[config.mk]
export PLATFORM = sky130hd
export DESIGN_NAME = cache_port_front
export DESIGN_NICKNAME = d
export VERILOG_FILES = /design/src/design/cache_pkg.sv /design/src/design/cache_port_front.sv
export SDC_FILE = /design/constraint.sdc
export NUM_CORES = 1
export LEC_CHECK = 0
export BUFFER_PORTS_ARGS = -buffer_cell sky130_fd_sc_hd__clkbuf_2
export CAP_MARGIN = 10
export CORE_UTILIZATION = 21
export DETAILED_ROUTE_END_ITERATION = 8
export PLACE_DENSITY = 0.8
export SLEW_MARGIN = 20
export SYNTH_ARGS = -nofsm -noshare
export SYNTH_HDL_FRONTEND = slang
export SYNTH_SLANG_ARGS = --single-unit
export TNS_END_PERCENT = 100
[constraint.sdc]
create_clock -name vclk -period 0.8
set_input_delay 0.04 -clock vclk [all_inputs]
set_output_delay 0.04 -clock vclk [all_outputs]
set_load 0.01 [all_outputs]
[src/design/cache_pkg.sv]
// shared data types and miss FSM states for the two-port write-back cache
package cache_pkg;

  // one data word on every client, memory and storage path
  typedef logic [31:0] data_t;

  // byte enable for one data word
  typedef logic [3:0] be_t;

  // miss sequencer states
  typedef enum logic [1:0] {
    MS_IDLE      = 2'd0,
    MS_WRITEBACK = 2'd1, // dirty victim going out
    MS_REFILL    = 2'd2  // new line coming in
  } miss_state_e;

endpackage

[src/design/cache_port_front.sv]
// client side of the cache: address split, hit/miss, waitrequests and port A hit write enable
`timescale 1ns/100ps

module cache_port_front import cache_pkg::*; #(
  parameter int ADDR_W   = 32,
  parameter int INDEX_W  = 4,
  parameter int OFFSET_W = 5
) (
  input  logic [ADDR_W-1:0]                      a_addr_i,
  input  logic                                   a_read_i,
  input  logic                                   a_write_i,
  input  be_t                                    a_be_i,
  input  logic [ADDR_W-1:0]                      b_addr_i,
  input  logic                                   b_read_i,
  input  logic                                   a_hit_i,
  input  logic                                   b_hit_i,
  input  logic                                   busy_i,
  input  logic [INDEX_W-1:0]                     miss_index_i,
  output logic                                   a_wait_o,
  output logic                                   b_wait_o,
  output logic                                   a_miss_o,
  output logic                                   b_miss_o,
  output logic [INDEX_W-1:0]                     a_index_o,
  output logic [OFFSET_W-3:0]                    a_word_o,
  output logic [ADDR_W-INDEX_W-OFFSET_W-1:0]     a_tag_o,
  output logic [INDEX_W-1:0]                     b_index_o,
  output logic [OFFSET_W-3:0]                    b_word_o,
  output logic [ADDR_W-INDEX_W-OFFSET_W-1:0]     b_tag_o,
  output logic                                   hit_we_o
);

  logic a_req;
  logic same_idx_read; // port B reading the line port A wants to write
  logic line_busy;     // port A touching the line under replacement
  logic a_stall;

  // byte offset bits [1:0] are not part of the word select
  assign {a_tag_o, a_index_o, a_word_o} = a_addr_i[ADDR_W-1:2];
  assign {b_tag_o, b_index_o, b_word_o} = b_addr_i[ADDR_W-1:2];

  assign a_req    = a_read_i || a_write_i;
  assign a_miss_o = a_req && !a_hit_i;
  assign b_miss_o = b_read_i && !b_hit_i;

  assign same_idx_read = b_read_i && (a_index_o == b_index_o);
  assign line_busy     = a_req && busy_i && (a_index_o == miss_index_i);

  // the store write port belongs to the burst while a miss runs
  assign a_stall = (a_write_i && (same_idx_read || busy_i)) || line_busy;

  assign a_wait_o = a_miss_o || a_stall;
  assign b_wait_o = b_miss_o;

  assign hit_we_o = a_write_i && a_hit_i && !a_stall && (|a_be_i);

endmodule

==> impl_metrics.env <==
export IMPL_status="finished, violations left"
export IMPL_violations="setup timing"
export IMPL_drv_slew=0
export IMPL_ctsHoldBuffers=0
export IMPL_synth_area_leader_cell="buf_4"
export IMPL_cap_violations=0
export IMPL_synth_distinct_cells=12
export IMPL_cp_start_kind="primary input"
export IMPL_synthTopCellsByArea="buf_4 76%, xor2_1 8.7%, xnor2_1 2.9%, nor2b_1 2.1%, o41a_1 1.9%"
export IMPL_tightest_slew_ps=237
export IMPL_setup_violations=2
export IMPL_synth_area_um2=603
export IMPL_drive_gt1_share_pct=68.4
export IMPL_grt_pass1_wl_mm=1.41
export IMPL_yosys_mux_area_fraction_pct=0
export IMPL_area_growth_pct=-35.3
export IMPL_grt_max_degree=5
export IMPL_critical_path_peak_fanout=3
export IMPL_vias=336
export IMPL_dieArea_um2=3090
export IMPL_yosysSeqAreaShare_pct=0
export IMPL_yosysMostFrequentCell="buf_4"
export IMPL_first_pass_iters=2
export IMPL_antenna_found_initial=0
export IMPL_synth_cells=81
export IMPL_synth_commonest_cells="61 x buf_4, 6 x xor2_1"
export IMPL_dp_hpwl_um=892
export IMPL_end_kind="output port"
export IMPL_synth_compound_area_share_pct=4.36
export IMPL_yosys_warnings=0
export IMPL_die_h_um=55.6
export IMPL_hold_viol=0
export IMPL_grt_pass1_vias=311
export IMPL_setup_ws_ps=-172
export IMPL_period_share_pct=121
export IMPL_cp_data_required_time_ps=760
export IMPL_nets=137
export IMPL_synth_nets=159
export IMPL_whs_ps=80.0
export IMPL_wl_per_cell_um=11.4
export IMPL_p_leak_nw=0.213
export IMPL_wirelength_mm=1.01
export IMPL_fillCellCount=320
export IMPL_core_um2=2730
export IMPL_clock_fmax_ghz=1.03
export IMPL_initial_utilization_pct=22.1
export IMPL_synth_top_family_by_area="buffers and inverters"
export IMPL_num_clock_buffers=0
export IMPL_ant_nets=0
export IMPL_synthSimpleGateAreaFrac_pct=7.47
export IMPL_vias_per_cell=3.82
export IMPL_seqCellArea_um2=0
export IMPL_die_x_um=55.6
export IMPL_ir_worst_vdd_mv=0.155
export IMPL_overflow=0
export IMPL_flops_and_latches=0
export IMPL_place_gp_congestion=0.650
export IMPL_rsz0062_at_grt="true"
export IMPL_worstPathArrival_ps=930
export IMPL_drc_errors=0
export IMPL_crit_slowest_cell="nor3_2"
export IMPL_synth_xor_area_share_pct=11.6
export IMPL_worstSetupPathType="in -> out"
export IMPL_synth_top_area_share_pct=75.9
export IMPL_fin_util_pct=14.3
export IMPL_place_ws_ps=-286
export IMPL_relSlewSlack_pct=84.1
export IMPL_hold_class="in -> out"
export IMPL_fin_crit_ps=972
export IMPL_crit_path_max_incr_delay_ps=210
export IMPL_synth_adder_area_share_pct=0
export IMPL_track_usage_pct=5.81
export IMPL_synth_avg_cell_area_um2=7.45
export IMPL_p_per_area_nw_per_um2=509
export IMPL_rows=19
export IMPL_antennaDiodeCount=0
export IMPL_io_buffers=35
export IMPL_drtIter0Drc=8
export IMPL_critical_path_cell_chain="clkbuf_2 > xor2_1 > nor3_2 > a311oi_1 > a31oi_1 > buf_2"
export IMPL_ios=143
export IMPL_post_cts_buffers=0
## routing by layer
layer / track usage (%) / part of all wire, % / up-vias
met5: 0 / 0 / -
met2: 8.61 / 42 / 29
met1: 5.57 / 30 / 134
li1: - / - / 151
met4: 8.57 / 13 / 0
met3: 1.40 / 14 / 22
## worst max-delay path: cells and delay by family
kind	cells	cell delay, ps
xor gates and xnor gates	1	170
and+or+nand+nor	1	210
buffers and inverters	2	260
AOI/OAI and AO/OA	2	260
## metrics by stage
stage	setup TNS, ps	cells	cell area (µm²)	power (W)
global route	-534	88	390	0.000221
finish	-295	88	390	0.000199
detailed placement	-547	88	374	0.000193
CTS	-438	88	379	0.000198
floorplan	0	81	603	0.000371
global placement	-536	88	374	0.000191
## report_power, final
part | internal (W) | switching [W] | total, W
combinational | 0.000104 | 0.0000942 | 0.000199
clock | 0 | 0 | 0
sequential | 0 | 0 | 0
## cells in the final DEF (no fill, tap or decap), drive strengths merged, types with 2 or more instances in the layout
cell and count:
xnor2 2, buf 4, xor2 6, nor2b 2, clkbuf 33, nor3 2, nor2 2
## path summary, 6_finish.rpt
check | start | to | slack, ps | cells past startpoint
worst max-delay path | a_addr_i[5] | a_wait_o | -170 | 6
worst min-delay path | a_addr_i[21] | a_tag_o[12] | 80 | 0
## kinds of logic (layout without fill, tap and decap cells)
family          after synthesis  after routing
compound gates                3              3
xor+xnor                      8              8
buf+inv                      62             38
simple gates                  8              8
## final cells by class
class,instances,area [µm²],area share (%)
Timing Repair Buffer,37,196,50.3
Multi-Input combinational cell,19,151,38.8
Tap cell,31,38.8,9.94
Inverter,1,3.75,0.962
## repair_timing
| action | 4_1_cts | 5_1_grt |
|---|---|---|
| hold endpoints to repair | 0 | 0 |
| cloned | 0 | 0 |
| pin swaps | 4 | 2 |
| resized for setup | 1 | 3 |
| setup endpoints to repair | 2 | 2 |
Note: power is estimated with default switching activity, not from simulation.
