**config.mk**
```make
export PLATFORM = sky130hd
export DESIGN_NAME = cache_burst_engine
export DESIGN_NICKNAME = d
export VERILOG_FILES = /design/src/design/cache_burst_engine.sv
export SDC_FILE = /design/constraint.sdc
export NUM_CORES = 1
export LEC_CHECK = 0
export BUFFER_PORTS_ARGS = -buffer_cell sky130_fd_sc_hd__buf_4
export CAP_MARGIN = 20
export CORE_UTILIZATION = 39
export CTS_CLUSTER_SIZE = 30
export DETAILED_ROUTE_END_ITERATION = 12
export PLACE_DENSITY = 0.78
export SYNTH_ARGS = -nofsm -noshare
export SYNTH_HDL_FRONTEND = slang
export SYNTH_SLANG_ARGS = --single-unit
```
**constraint.sdc**
```tcl
create_clock -name clk -period 1.7 [get_ports clk]
set_clock_uncertainty 0.05 [all_clocks]
set_input_delay 0.425 -clock clk [delete_from_list [all_inputs] [get_ports clk]]
set_output_delay 0.425 -clock clk [all_outputs]
set_load 0.005 [all_outputs]
```
**src/design/cache_burst_engine.sv**
```systemverilog
// memory port datapath: burst address, read/write strobes and beat counting for refill and writeback
`timescale 1ns/100ps

module cache_burst_engine #(
  parameter int ADDR_W   = 32,
  parameter int OFFSET_W = 5
) (
  input  logic                  clk,
  input  logic                  rst_n,
  input  logic                  start_wb_i,
  input  logic                  start_refill_i,
  input  logic [ADDR_W-1:0]     wb_addr_i,
  input  logic [ADDR_W-1:0]     refill_addr_i,
  input  logic                  m_wait_i,
  input  logic                  m_rvalid_i,
  output logic [ADDR_W-1:0]     m_addr_o,
  output logic [OFFSET_W-2:0]   m_burstcount_o,
  output logic                  m_read_o,
  output logic                  m_write_o,
  output logic [OFFSET_W-3:0]   beat_word_o,
  output logic                  refill_we_o,
  output logic                  last_beat_o,
  output logic                  burst_done_o
);

  localparam int WORD_W     = OFFSET_W - 2;
  localparam int LINE_WORDS = 2 ** WORD_W;
  localparam logic [OFFSET_W-2:0] BURST_LEN = (OFFSET_W-1)'(LINE_WORDS);

  logic [ADDR_W-1:0] addr_q;
  logic              read_q;
  logic              write_q;
  logic              rd_pend_q; // read beats still expected
  logic [WORD_W-1:0] beat_q;
  logic              wr_accept;

  assign wr_accept   = write_q && !m_wait_i;
  assign refill_we_o = rd_pend_q && m_rvalid_i;
  assign last_beat_o = &beat_q;
  assign burst_done_o = (wr_accept || refill_we_o) && last_beat_o;

  // line aligned, held for the whole burst
  always_ff @(posedge clk) begin
    if (start_wb_i) begin
      addr_q <= {wb_addr_i[ADDR_W-1:OFFSET_W], {OFFSET_W{1'b0}}};
    end else if (start_refill_i) begin
      addr_q <= {refill_addr_i[ADDR_W-1:OFFSET_W], {OFFSET_W{1'b0}}};
    end
  end

  always_ff @(posedge clk or negedge rst_n) begin
    if (!rst_n) begin
      read_q    <= 1'b0;
      write_q   <= 1'b0;
      rd_pend_q <= 1'b0;
      beat_q    <= '0;
    end else begin
      if (read_q && !m_wait_i) begin
        read_q <= 1'b0; // command taken, beats follow
      end
      if (wr_accept || refill_we_o) begin
        beat_q <= beat_q + 1'b1;
      end
      if (wr_accept && last_beat_o) begin
        write_q <= 1'b0;
      end
      if (refill_we_o && last_beat_o) begin
        rd_pend_q <= 1'b0;
      end
      if (start_wb_i) begin
        write_q <= 1'b1;
        beat_q  <= '0;
      end
      if (start_refill_i) begin
        read_q    <= 1'b1;
        rd_pend_q <= 1'b1;
        beat_q    <= '0;
      end
    end
  end

  assign m_addr_o       = addr_q;
  assign m_burstcount_o = BURST_LEN;
  assign m_read_o       = read_q;
  assign m_write_o      = write_q;
  assign beat_word_o    = beat_q;

endmodule

```
==> results.yml <==
status:
  outcome: "finished, violations left"
  violations: "negative setup slack"
cts:
  cts-root-buf: "sky130_fd_sc_hd__clkbuf_8"
  cts_clock_pin_slew_for_the_worst_setup_and_hold_paths_ps: 70
  clock_insertion_delay_worst_skew_ps: 280
  cts_inserted_buffers: 5
  clock_tree.buffer_depth: 2
  tritoncts: "done"
  cts.sink_count: 33
  number_of_h_tree_branching_levels: 2
timing:
  min_period_ps: 1780
  layout_setup_ws_ps: -76.0
  max_frequency_mhz: 563
  setup_viol: 1
  hold_viol_final: 0
  grt_setup_unrepaired: "yes"
  final-max-slew-violation-count: 0
  finalCritPeriodShare: 1.04
  hold-worst-slack_ps: 291
synthesis:
  synth_area_per_cell_um2: 15.9
  synth.distinct_cells: 20
  yosys.area_share.xor_xnor: 0
  yosys-mux-area-fraction: 0.219
  synth_simple_gate_area_share: 0.0325
  post_synthesis_instance_area_um2: 1540
  synth-seq-area-share: 0.623
  adder_and_majority_gate_portion_of_the_synthesized_area: 0.0162
  synth-warning-count: 0
  synthesis.instances: 97
  synth_top_family_by_area: "multiplexers"
  synth_compound_area_frac: 0.0373
  synth.ff_latch_count: 33
setup_path:
  crit_chain: "ha_4 -> ha_4 -> a21boi_1 -> buf_4"
  timing.critical_path.from: "beat_word_o[0]"
  slowest_stage: "sky130_fd_sc_hd__dfrtp_1"
  timing.critical_path.mode_cell: "sky130_fd_sc_hd__ha_4"
  worst_path_max_fanout: 3
  endpoint_kind: "output port"
  critical_path_class: "flip-flop to output port"
  critPathMaxStageDelay_ps: 420
  timing.critical_path.from_type: "flip-flop"
  cp_arrival_ps: 1300
  crit-reg2reg-launch: "beat_word_o[0]"
  timing.critical_path.required_ps: 1220
global_routing:
  initial_antenna_violation_count: 0
  via_count_of_the_first_global_routing_pass: 1117
  largest_net_degree_at_the_start_of_global_routing: 31
  grt_util_all_layers: 0.163
  grt_pass1_wl_um: 5020
  grt_overflow_total: 0
final_layout:
  final-seq-area_um2: 961
  syn_to_final_growth_pct: 57.6
  layout.filler_cells: 276
  fraction_of_layout_cells_with_a_size_suffix_above_1: 0.670
  antenna_cells: 0
  final_nets: 271
  multiInputGateArea_um2: 529
floorplanning:
  rows: 22
  io-pin-count: 114
  core_area_um2: 3720
  die_x_um: 64.9
  die_height_um: 64.9
  floorplan.initialDensity: 0.415
  die_area_um2: 4210
place:
  place.detailed.hpwl_um: 2600
  finalWeightedCongestion: 0.836
  portBuffers: 94
pwr:
  worst_ir_drop_on_vdd_mv: 0.476
  power.total_w: 0.00204
  p_per_area_nw_per_um2: 839
  static-leakage-power_nw: 1.12
routing:
  final_antenna_net_count: 0
  post-route-drc-count: 0
  num_vias: 1133
  drt-vias-per-instance: 4.57
  routed_wirelength_um: 3340
  drt_iter0_markers: 21
  routedWlPerCell_um: 13.5
  drt_pass1_iterations: 2
run:
  drv_cap: 0
worst_hold_path:
  worstHoldPathType: "primary input to flip-flop"
  holdCritStartpoint: "start_refill_i"
==> per-layer routing <==
layer / up-vias / routed length (um) / GRT usage
met5: - / 0 / 0
met4: 0 / 55 / 0.0750
met3: 6 / 274 / 0.0458
met2: 69 / 1790 / 0.302
met1: 520 / 1220 / 0.168
li1: 538 / - / -
==> layout by cell type (no fill, tap or decap), types with 3 or more instances in the layout <==
master / synthesis / layout
sky130_fd_sc_hd__mux2_2: 18 / 18
sky130_fd_sc_hd__clkbuf_8: 0 / 5
sky130_fd_sc_hd__a21o_1: 3 / 3
sky130_fd_sc_hd__edfxtp_1: 27 / 27
sky130_fd_sc_hd__mux2_4: 9 / 9
sky130_fd_sc_hd__conb_1: 2 / 9
sky130_fd_sc_hd__buf_4: 9 / 98
sky130_fd_sc_hd__dfrtp_1: 6 / 6
==> power by group <==
group          switching, W  total [W]  internal, W
clock              0.000259   0.000691     0.000432
sequential        0.0000241   0.000989     0.000964
combinational      0.000116   0.000359     0.000243
total              0.000399    0.00204      0.00164
==> area by class of cell <==
class,count,area share
sequential,33,0.395
timing repair buffer,100,0.315
multi-input combinational,57,0.218
clock buffer,6,0.0299
tap,48,0.0247
clock inverter,2,0.0139
inverter,2,0.00309
==> synth_stat cells, drive strengths merged <==
| library cell | instances | share of area |
|---|---|---|
| dfrtp | 6 | 0.097 |
| ha | 2 | 0.016 |
| nor2b | 1 | 0.0041 |
| inv | 2 | 0.0049 |
| edfxtp | 27 | 0.53 |
| nor3 | 2 | 0.0065 |
| nand2 | 2 | 0.0049 |
| conb | 2 | 0.0049 |
| nor2 | 1 | 0.0024 |
| mux2 | 27 | 0.22 |
| nand2b | 2 | 0.0081 |
| a21oi | 2 | 0.0065 |
| nand3 | 2 | 0.0065 |
| a21o | 3 | 0.015 |
| o21ai | 2 | 0.0065 |
| buf | 12 | 0.062 |
| a21boi | 2 | 0.0097 |
==> cell families after synthesis <==
group	after synthesis
other	2
adder cells (fa/ha/maj)	2
multiplexers	27
AO/OA/AOI/OAI	9
flip-flops	33
AND/OR/NAND/NOR	10
buffers and inverters	14
==> flip-flops by register name, indices dropped and copies added, names as in the netlist <==
name and count:
m_write_o 1, beat_word_o 3, rd_pend_q 1, m_read_o 1, m_addr_o 27
==> path summary, 6_finish.rpt <==
path | endpoint | slack (ps) | cells past startpoint
setup reg to reg | beat_word_o[2] | 480 | 4
hold reg to reg | m_read_o | 440 | 1
hold / removal | m_read_o | 290 | 2
setup / recovery | burst_done_o | -80 | 4
max in group asynchronous | rd_pend_q | 1040 | 2
min in group asynchronous | beat_word_o[0] | 440 | 2
==> critical path, delay by kind of cell (launching register included) <==
| family | cells | cell delay [ps] |
|---|---|---|
| AOI/OAI and AO/OA | 1 | 120 |
| adders and majority gates | 2 | 340 |
| buffers and inverters | 1 | 140 |
| DFF | 1 | 420 |
==> per-stage QoR <==
| step | cells | worst slack (ps) | TNS, ps | instance area, um2 | utilization |
|---|---|---|---|---|---|
| finish | 248 | -76.0 | -76.0 | 2430 | 0.654 |
| global route | 248 | -112 | -112 | 2430 | 0.654 |
| CTS | 247 | -55.2 | -55.2 | 2410 | 0.649 |
| detailed placement | 235 | 122 | 0 | 2260 | 0.608 |
| global placement | 235 | 139 | 0 | 2260 | 0.608 |
| floorplan | 104 | 95.6 | 0 | 1570 | - |
==> repair_timing <==
item,4_1_cts,5_1_grt
gates cloned,0,0
hold buffers,1,0
setup endpoints to repair,2,1
resized for setup,4,1
hold endpoints to repair,6,0
setup buffers,3,1
No activity file was read; power rests on OpenSTA's default activity.
