===== config.mk =====
export PLATFORM = sky130hd
export DESIGN_NAME = cache_miss_ctrl
export DESIGN_NICKNAME = d
export VERILOG_FILES = /design/src/design/cache_pkg.sv /design/src/design/cache_miss_ctrl.sv
export SDC_FILE = /design/constraint.sdc
export NUM_CORES = 1
export LEC_CHECK = 0
export BUFFER_PORTS_ARGS = -buffer_cell sky130_fd_sc_hd__buf_2
export CAP_MARGIN = 25
export CORE_ASPECT_RATIO = 1.1
export CORE_UTILIZATION = 39
export CTS_BUF_LIST = sky130_fd_sc_hd__clkbuf_8
export CTS_CLUSTER_SIZE = 14
export DETAILED_ROUTE_END_ITERATION = 6
export PLACE_DENSITY = 0.79
export SLEW_MARGIN = 20
export SYNTH_ARGS = -nofsm -noshare
export SYNTH_HDL_FRONTEND = slang
export SYNTH_SLANG_ARGS = --single-unit

===== constraint.sdc =====
create_clock -name clk -period 2.35 [get_ports clk]
set_input_delay 0.3525 -clock clk [delete_from_list [all_inputs] [get_ports clk]]
set_output_delay 0.3525 -clock clk [all_outputs]
set_load 0.01 [all_outputs]

===== src/design/cache_pkg.sv =====
// shared data types and miss FSM states for the two-port write-back cache
package cache_pkg;

  // one data word on every client, memory and storage path
  typedef logic [31:0] data_t;

  // byte enable for one data word
  typedef logic [3:0] be_t;

  // miss sequencer states
  typedef enum logic [1:0] {
    MS_IDLE      = 2'd0,
    MS_WRITEBACK = 2'd1, // dirty victim going out
    MS_REFILL    = 2'd2  // new line coming in
  } miss_state_e;

endpackage


===== src/design/cache_miss_ctrl.sv =====
// miss FSM: picks the missing port, latches its address and runs writeback then refill
`timescale 1ns/100ps

module cache_miss_ctrl import cache_pkg::*; #(
  parameter int ADDR_W   = 32,
  parameter int INDEX_W  = 4,
  parameter int OFFSET_W = 5
) (
  input  logic                                   clk,
  input  logic                                   rst_n,
  input  logic                                   a_miss_i,
  input  logic                                   b_miss_i,
  input  logic [ADDR_W-1:0]                      a_addr_i,
  input  logic [ADDR_W-1:0]                      b_addr_i,
  input  logic                                   victim_dirty_i,
  input  logic [ADDR_W-INDEX_W-OFFSET_W-1:0]     victim_tag_i,
  input  logic                                   burst_done_i,
  output logic                                   busy_o,
  output logic [INDEX_W-1:0]                     miss_index_o,
  output logic                                   start_wb_o,
  output logic                                   start_refill_o,
  output logic [ADDR_W-1:0]                      wb_addr_o,
  output logic [ADDR_W-1:0]                      refill_addr_o
);

  miss_state_e       state_q;
  miss_state_e       state_d;
  logic [ADDR_W-1:0] addr_q;   // address of the miss being serviced
  logic [ADDR_W-1:0] sel_addr;
  logic [ADDR_W-1:0] cur_addr;
  logic              any_miss;

  assign any_miss = a_miss_i || b_miss_i;
  assign sel_addr = a_miss_i ? a_addr_i : b_addr_i; // port A wins

  // live in idle so the victim lookup is ready in the miss cycle
  assign cur_addr     = (state_q == MS_IDLE) ? sel_addr : addr_q;
  assign miss_index_o = cur_addr[OFFSET_W +: INDEX_W];

  always_comb begin
    state_d = state_q;
    case (state_q)
      MS_IDLE: begin
        if (any_miss) begin
          state_d = victim_dirty_i ? MS_WRITEBACK : MS_REFILL;
        end
      end
      MS_WRITEBACK: begin
        if (burst_done_i) begin
          state_d = MS_REFILL;
        end
      end
      MS_REFILL: begin
        if (burst_done_i) begin
          state_d = MS_IDLE;
        end
      end
      default: state_d = MS_IDLE;
    endcase
  end

  always_ff @(posedge clk or negedge rst_n) begin
    if (!rst_n) begin
      state_q <= MS_IDLE;
    end else begin
      state_q <= state_d;
    end
  end

  always_ff @(posedge clk) begin
    if (state_q == MS_IDLE && any_miss) begin
      addr_q <= sel_addr;
    end
  end

  assign busy_o     = (state_q != MS_IDLE);
  assign start_wb_o = (state_q == MS_IDLE) && any_miss && victim_dirty_i;
  assign start_refill_o = ((state_q == MS_IDLE) && any_miss && !victim_dirty_i) ||
                          ((state_q == MS_WRITEBACK) && burst_done_i);

  assign wb_addr_o     = {victim_tag_i, miss_index_o, {OFFSET_W{1'b0}}};
  assign refill_addr_o = cur_addr; // engine drops the offset

endmodule


==> results.sh, run 1 <==
export IMPL_yosysTopAreaCellShare=0.403
export IMPL_io_pins=164
export IMPL_die_w_um=76.6
export IMPL_rows=29
export IMPL_die_h_um=84.0
export IMPL_netlist_cell_type_count=17
export IMPL_cts_max_path_buffers=2
export IMPL_fmaxAchievable_mhz=457
export IMPL_grt_overflow=0
export IMPL_critPathLaunchType="register"
export IMPL_yosys_warnings=0
export IMPL_syn2layout_area_growth_pct=19.2
export IMPL_synth_top_cell_by_area="edfxtp_1"
export IMPL_fin_setup_tns_ns=0
export IMPL_min_path_cells=3
export IMPL_slowest_stage="dfrtp_1"
export IMPL_layout_commonest_cell="buf_2"
export IMPL_cts_max_level=2
export IMPL_dp_slack_ns=0.452
export IMPL_yosysSeqAreaShare=0.424
export IMPL_drv_cap=0
export IMPL_netlist_instances=156
export IMPL_cp_cell_sequence="or2_2 -> buf_4 -> nor2_4 -> and2_1 -> buf_2"
export IMPL_worstHoldStart="burst_done_i"
export IMPL_wirelength_um=4200
export IMPL_cp_end_kind="primary output"
export IMPL_total_power_mw=2.88
export IMPL_synthTopCellsByArea="edfxtp_1 40%, mux2_4 36%, buf_4 11%, buf_6 3.8%, mux2_2 3.3%"
export IMPL_grt_max_degree=34
export IMPL_hold_path_end="state_q[1]"
export IMPL_p_per_area_nw_per_um2=1010
export IMPL_rr_startpoint="state_q[0]"
export IMPL_status="finished, final reports clean"
export IMPL_drcViolationCount=0
export IMPL_netlist_area_um2=2380
export IMPL_fin_skew_ns=0.00318
export IMPL_grt_pass1_wl_um=6860
export IMPL_via_per_inst=4.53
export IMPL_synth_avg_cell_area_um2=15.3
export IMPL_final_setup_viol_count=0
export IMPL_hold_class="primary input to register"
export IMPL_path_delay_family="simple AND/OR/NAND/NOR gates"
export IMPL_wl_per_cell_um=13.2
export IMPL_max_stage_delay_ns=0.41
export IMPL_grt_usage=0.137
export IMPL_vias=1445
export IMPL_clk_pin_slew_ns=0.07
export IMPL_clock_latency_ns=0.28
export IMPL_drtIter0Drc=37
export IMPL_cts_root_buffer="clkbuf_8"
export IMPL_gp_congestion=0.690
export IMPL_ir_worst_vdd_v=0.000767
export IMPL_reg2reg_slack_ns=0.49
export IMPL_layout_common_cells="112 x buf_2, 57 x mux2_4, 32 x edfxtp_1"
export IMPL_path_buf_inv=2
export IMPL_die_area_um2=6430
export IMPL_start_util=0.408
export IMPL_cts_made_buffers=5
export IMPL_clock_sinks=34
export IMPL_io_buffers=112
export IMPL_rr_endpoint="addr_q[19]"
export IMPL_dr_pass1_iters=4
export IMPL_critPathMaxFanout=20
export IMPL_fin_ws_ns=0.162
export IMPL_fin_crit_sh=0.931
export IMPL_drv_slew=0
export IMPL_ys_seq_elements=34
export IMPL_antenna_found_initial=0
export IMPL_worstPathRequired_ns=2.00
export IMPL_worstSetupPathType="register to primary output"
export IMPL_cp_data_arrival_time_ns=1.84
export IMPL_cts_tree="done"
export IMPL_fin_nets=334
export IMPL_power_leakage_nw=1.40
export IMPL_ant_nets=0
export IMPL_hold_violations=0
export IMPL_rsz0062_at_grt="no"
export IMPL_diodes=0
export IMPL_first_global_vias=1443
export IMPL_rr_worst_depth=4
export IMPL_core_area_um2=5840
export IMPL_drive_above_1_share=0.781
export IMPL_fin_crit_ns=2.19
export IMPL_place_hpwl_um=3280
area by class of cell:
cell class	count	area, µm²
timing repair buffer	118	621
clock inverter	3	11.3
clock buffer	5	68.8
fill	505	3000
multi-input combinational	82	1030
tap	77	96.3
sequential	34	1010
report_power, final:
part           internal [mW]  switching (mW)
combinational          0.826           0.725
sequential             0.886          0.0515
clock                  0.197           0.194
total                   1.91           0.970
sequential cells by signal, summed over array words and instances (netlist names):
register	flops
state_q	2
addr_q	32
metrics by stage:
stage                     cells  utilization  cell area [µm²]  hold slack, ns
after global routing        319        0.486             2840           0.352
after CTS                   319        0.486             2840           0.337
after global placement      310        0.471             2750           0.140
after floorplan             160            -             2400          0.0569
after detailed placement    310        0.471             2750           0.140
final                       319        0.486             2840           0.351
cell usage after synthesis, drive strengths merged:
cell and count:
or2 1, and2 1, buf 44, dfrtp 2
conb 1, or3b 1, a21oi 2, edfxtp 32
mux2 64, nand2b 1, nor2 3, o211a 1
or3 1, nand2 2
how the worst max path moves through the flow:
stage / slack (ns) / start / cells past startpoint / endpoint
after global placement: 0.47 / state_q[0] / 5 / start_wb_o
after global routing: 0.05 / state_q[0] / 5 / start_wb_o
final: 0.16 / state_q[0] / 5 / start_wb_o
after detailed placement: 0.45 / state_q[0] / 5 / start_wb_o
after floorplan: 0.29 / state_q[0] / 5 / start_wb_o
after CTS: 0.13 / state_q[0] / 5 / start_wb_o
worst reg2reg max path, cell delays in order, from the launching register on:
cell and delay (ns):
dfrtp_1 0.41, or2_2 0.31, buf_4 0.25, nor2_4 0.28, buf_4 0.29
cells by family after synthesis:
logic type | synth area share
mux | 0.392
buf+inv | 0.151
flops | 0.424
simple gates | 0.0231
compound gates | 0.00839
other cells | 0.00157
per-layer routing:
layer,vias up,part of all wire,global-route usage
met5,-,0,0
met4,0,0.013,0.0524
met3,7,0.078,0.0481
met2,79,0.48,0.219
met1,667,0.43,0.169
li1,692,-,-
what timing repair did:
item / in CTS / in global routing
resized for setup: 0 / 0
hold buffers: 1 / 0
setup buffers: 0 / 0
endpoints found under the hold margin: 2 / 0
(Power assumes the default switching activity.)
==> inputs of run 2 (changes only) <==
--- a/config.mk
+++ b/config.mk
@@ -7,12 +7,14 @@
 export LEC_CHECK = 0
 export BUFFER_PORTS_ARGS = -buffer_cell sky130_fd_sc_hd__buf_2
 export CAP_MARGIN = 25
+export CELL_PAD_IN_SITES_DETAIL_PLACEMENT = 1
+export CELL_PAD_IN_SITES_GLOBAL_PLACEMENT = 2
 export CORE_ASPECT_RATIO = 1.1
-export CORE_UTILIZATION = 39
+export CORE_UTILIZATION = 23
 export CTS_BUF_LIST = sky130_fd_sc_hd__clkbuf_8
 export CTS_CLUSTER_SIZE = 14
 export DETAILED_ROUTE_END_ITERATION = 6
-export PLACE_DENSITY = 0.79
+export PLACE_DENSITY = 0.78
 export SLEW_MARGIN = 20
 export SYNTH_ARGS = -nofsm -noshare
 export SYNTH_HDL_FRONTEND = slang
==> results.sh, run 2 (synthesis results as in run 1) <==
export IMPL_max_stage_delay_ns=0.41
export IMPL_grt_overflow=0
export IMPL_largest_reg_flops=32
export IMPL_die_area_um2=10800
export IMPL_fmaxAchievable_mhz=474
export IMPL_syn2layout_area_growth_pct=22.4
export IMPL_drv_slew=0
export IMPL_cp_end_kind="primary output"
export IMPL_cts_made_buffers=5
export IMPL_drcViolationCount=0
export IMPL_path_buf_inv=2
export IMPL_clock_latency_ns=0.28
export IMPL_grt_pass1_wl_um=7590
export IMPL_fin_skew_ns=0.00532
export IMPL_start_util=0.239
export IMPL_clock_sinks=34
export IMPL_clk_pin_slew_ns=0.07
export IMPL_rr_endpoint="addr_q[17]"
export IMPL_cts_max_level=2
export IMPL_drive_above_1_share=0.786
export IMPL_endpoint="miss_index_o[1]"
export IMPL_path_delay_family="flip-flops"
export IMPL_core_area_um2=9980
export IMPL_io_pins=164
export IMPL_power_leakage_nw=1.41
export IMPL_reg2reg_slack_ns=0.59
export IMPL_critPathLaunchType="register"
export IMPL_antenna_found_initial=0
export IMPL_top_regs="addr_q: 32 flops, state_q: 2 flops"
export IMPL_fin_setup_tns_ns=0
export IMPL_ant_nets=0
export IMPL_diodes=0
export IMPL_cts_setup_buffers=0
export IMPL_layout_common_cells="112 x buf_2, 57 x mux2_4, 32 x edfxtp_1"
export IMPL_hold_slack_ns=0.362
export IMPL_cp_depth=4
export IMPL_cts_tree="done"
export IMPL_fin_nets=335
export IMPL_cp_data_arrival_time_ns=1.76
export IMPL_top_register="addr_q"
export IMPL_p_per_area_nw_per_um2=1010
export IMPL_grt_usage=0.0894
export IMPL_final_setup_viol_count=0
export IMPL_cp_cell_sequence="or2_4 -> buf_12 -> mux2_4 -> buf_2"
export IMPL_drv_cap=0
export IMPL_worstPathRequired_ns=2.00
export IMPL_wl_per_cell_um=13.4
export IMPL_fin_crit_ns=2.11
export IMPL_final_util=0.292
export IMPL_rr_startpoint="state_q[0]"
export IMPL_ir_worst_vdd_v=0.000381
export IMPL_grt_max_degree=22
export IMPL_cts_root_buffer="clkbuf_8"
export IMPL_fin_ws_ns=0.241
export IMPL_rsz0062_at_grt="no"
export IMPL_dp_slack_ns=0.348
export IMPL_die_h_um=109
export IMPL_status="finished, final reports clean"
export IMPL_slowest_stage="dfrtp_1"
export IMPL_place_hpwl_um=3870
export IMPL_dr_pass1_iters=4
export IMPL_wirelength_um=4870
export IMPL_first_global_vias=1490
export IMPL_hold_violations=0
export IMPL_startpoint="state_q[0]"
export IMPL_drtIter0Drc=16
export IMPL_io_buffers=112
export IMPL_rows=38
export IMPL_fin_crit_sh=0.897
export IMPL_worstSetupPathType="register to primary output"
export IMPL_hold_class="primary input to register"
export IMPL_gp_congestion=0.670
export IMPL_via_per_inst=4.09
export IMPL_vias=1483
export IMPL_rr_worst_depth=4
export IMPL_layout_commonest_cell="buf_2"
export IMPL_cts_max_path_buffers=2
export IMPL_critPathMaxFanout=21
export IMPL_die_w_um=99.1
export IMPL_worstHoldStart="burst_done_i"
## run 2: repair_timing
action / CTS / global route
hold buffers: 1 / 0
gates resized for setup: 0 / 1
hold endpoints to repair: 2 / 0
setup endpoints to repair: 0 / 23
## run 2: metal layers
| metal | part of all wire | vias up | track usage |
|---|---|---|---|
| li1 | - | 692 | - |
| met1 | 0.42 | 700 | 0.109 |
| met2 | 0.48 | 89 | 0.156 |
| met3 | 0.090 | 2 | 0.0288 |
| met4 | 0.0016 | 0 | 0.0158 |
| met5 | 0 | - | 0 |
## run 2: through the flow
stage	power, mW	cells	instance area, µm²
3_3_place_gp	2.55	354	2830
5_1_grt	3.14	363	2920
4_1_cts	3.00	363	2920
2_1_floorplan	2.19	160	2400
6_report	2.94	363	2920
3_5_place_dp	2.57	354	2830
## run 2: cell type report
cell class	instances	area, µm²
Clock buffer	5	68.8
Clock inverter	3	12.5
Fill cell	1129	7070
Multi-Input combinational cell	82	1040
Sequential cell	34	1010
Tap cell	120	150
Timing Repair Buffer	119	641
## run 2: worst min-delay path, stage by stage
cell and delay [ns]:
buf_2 0.10, nand2_1 0.05, o211a_1 0.10
## run 2: power breakdown
group          switching [mW]  internal, mW
Combinational           0.745         0.848
Sequential             0.0522         0.886
Clock                   0.211         0.199
Total                    1.01          1.93
## run 2: worst min-delay path by stage
stage / endpoint / cells past startpoint
5_1_grt: addr_q[25] / 2
6_report: state_q[1] / 3
4_1_cts: state_q[1] / 2
2_1_floorplan: state_q[0] / 0
3_5_place_dp: state_q[0] / 1
3_3_place_gp: state_q[1] / 1
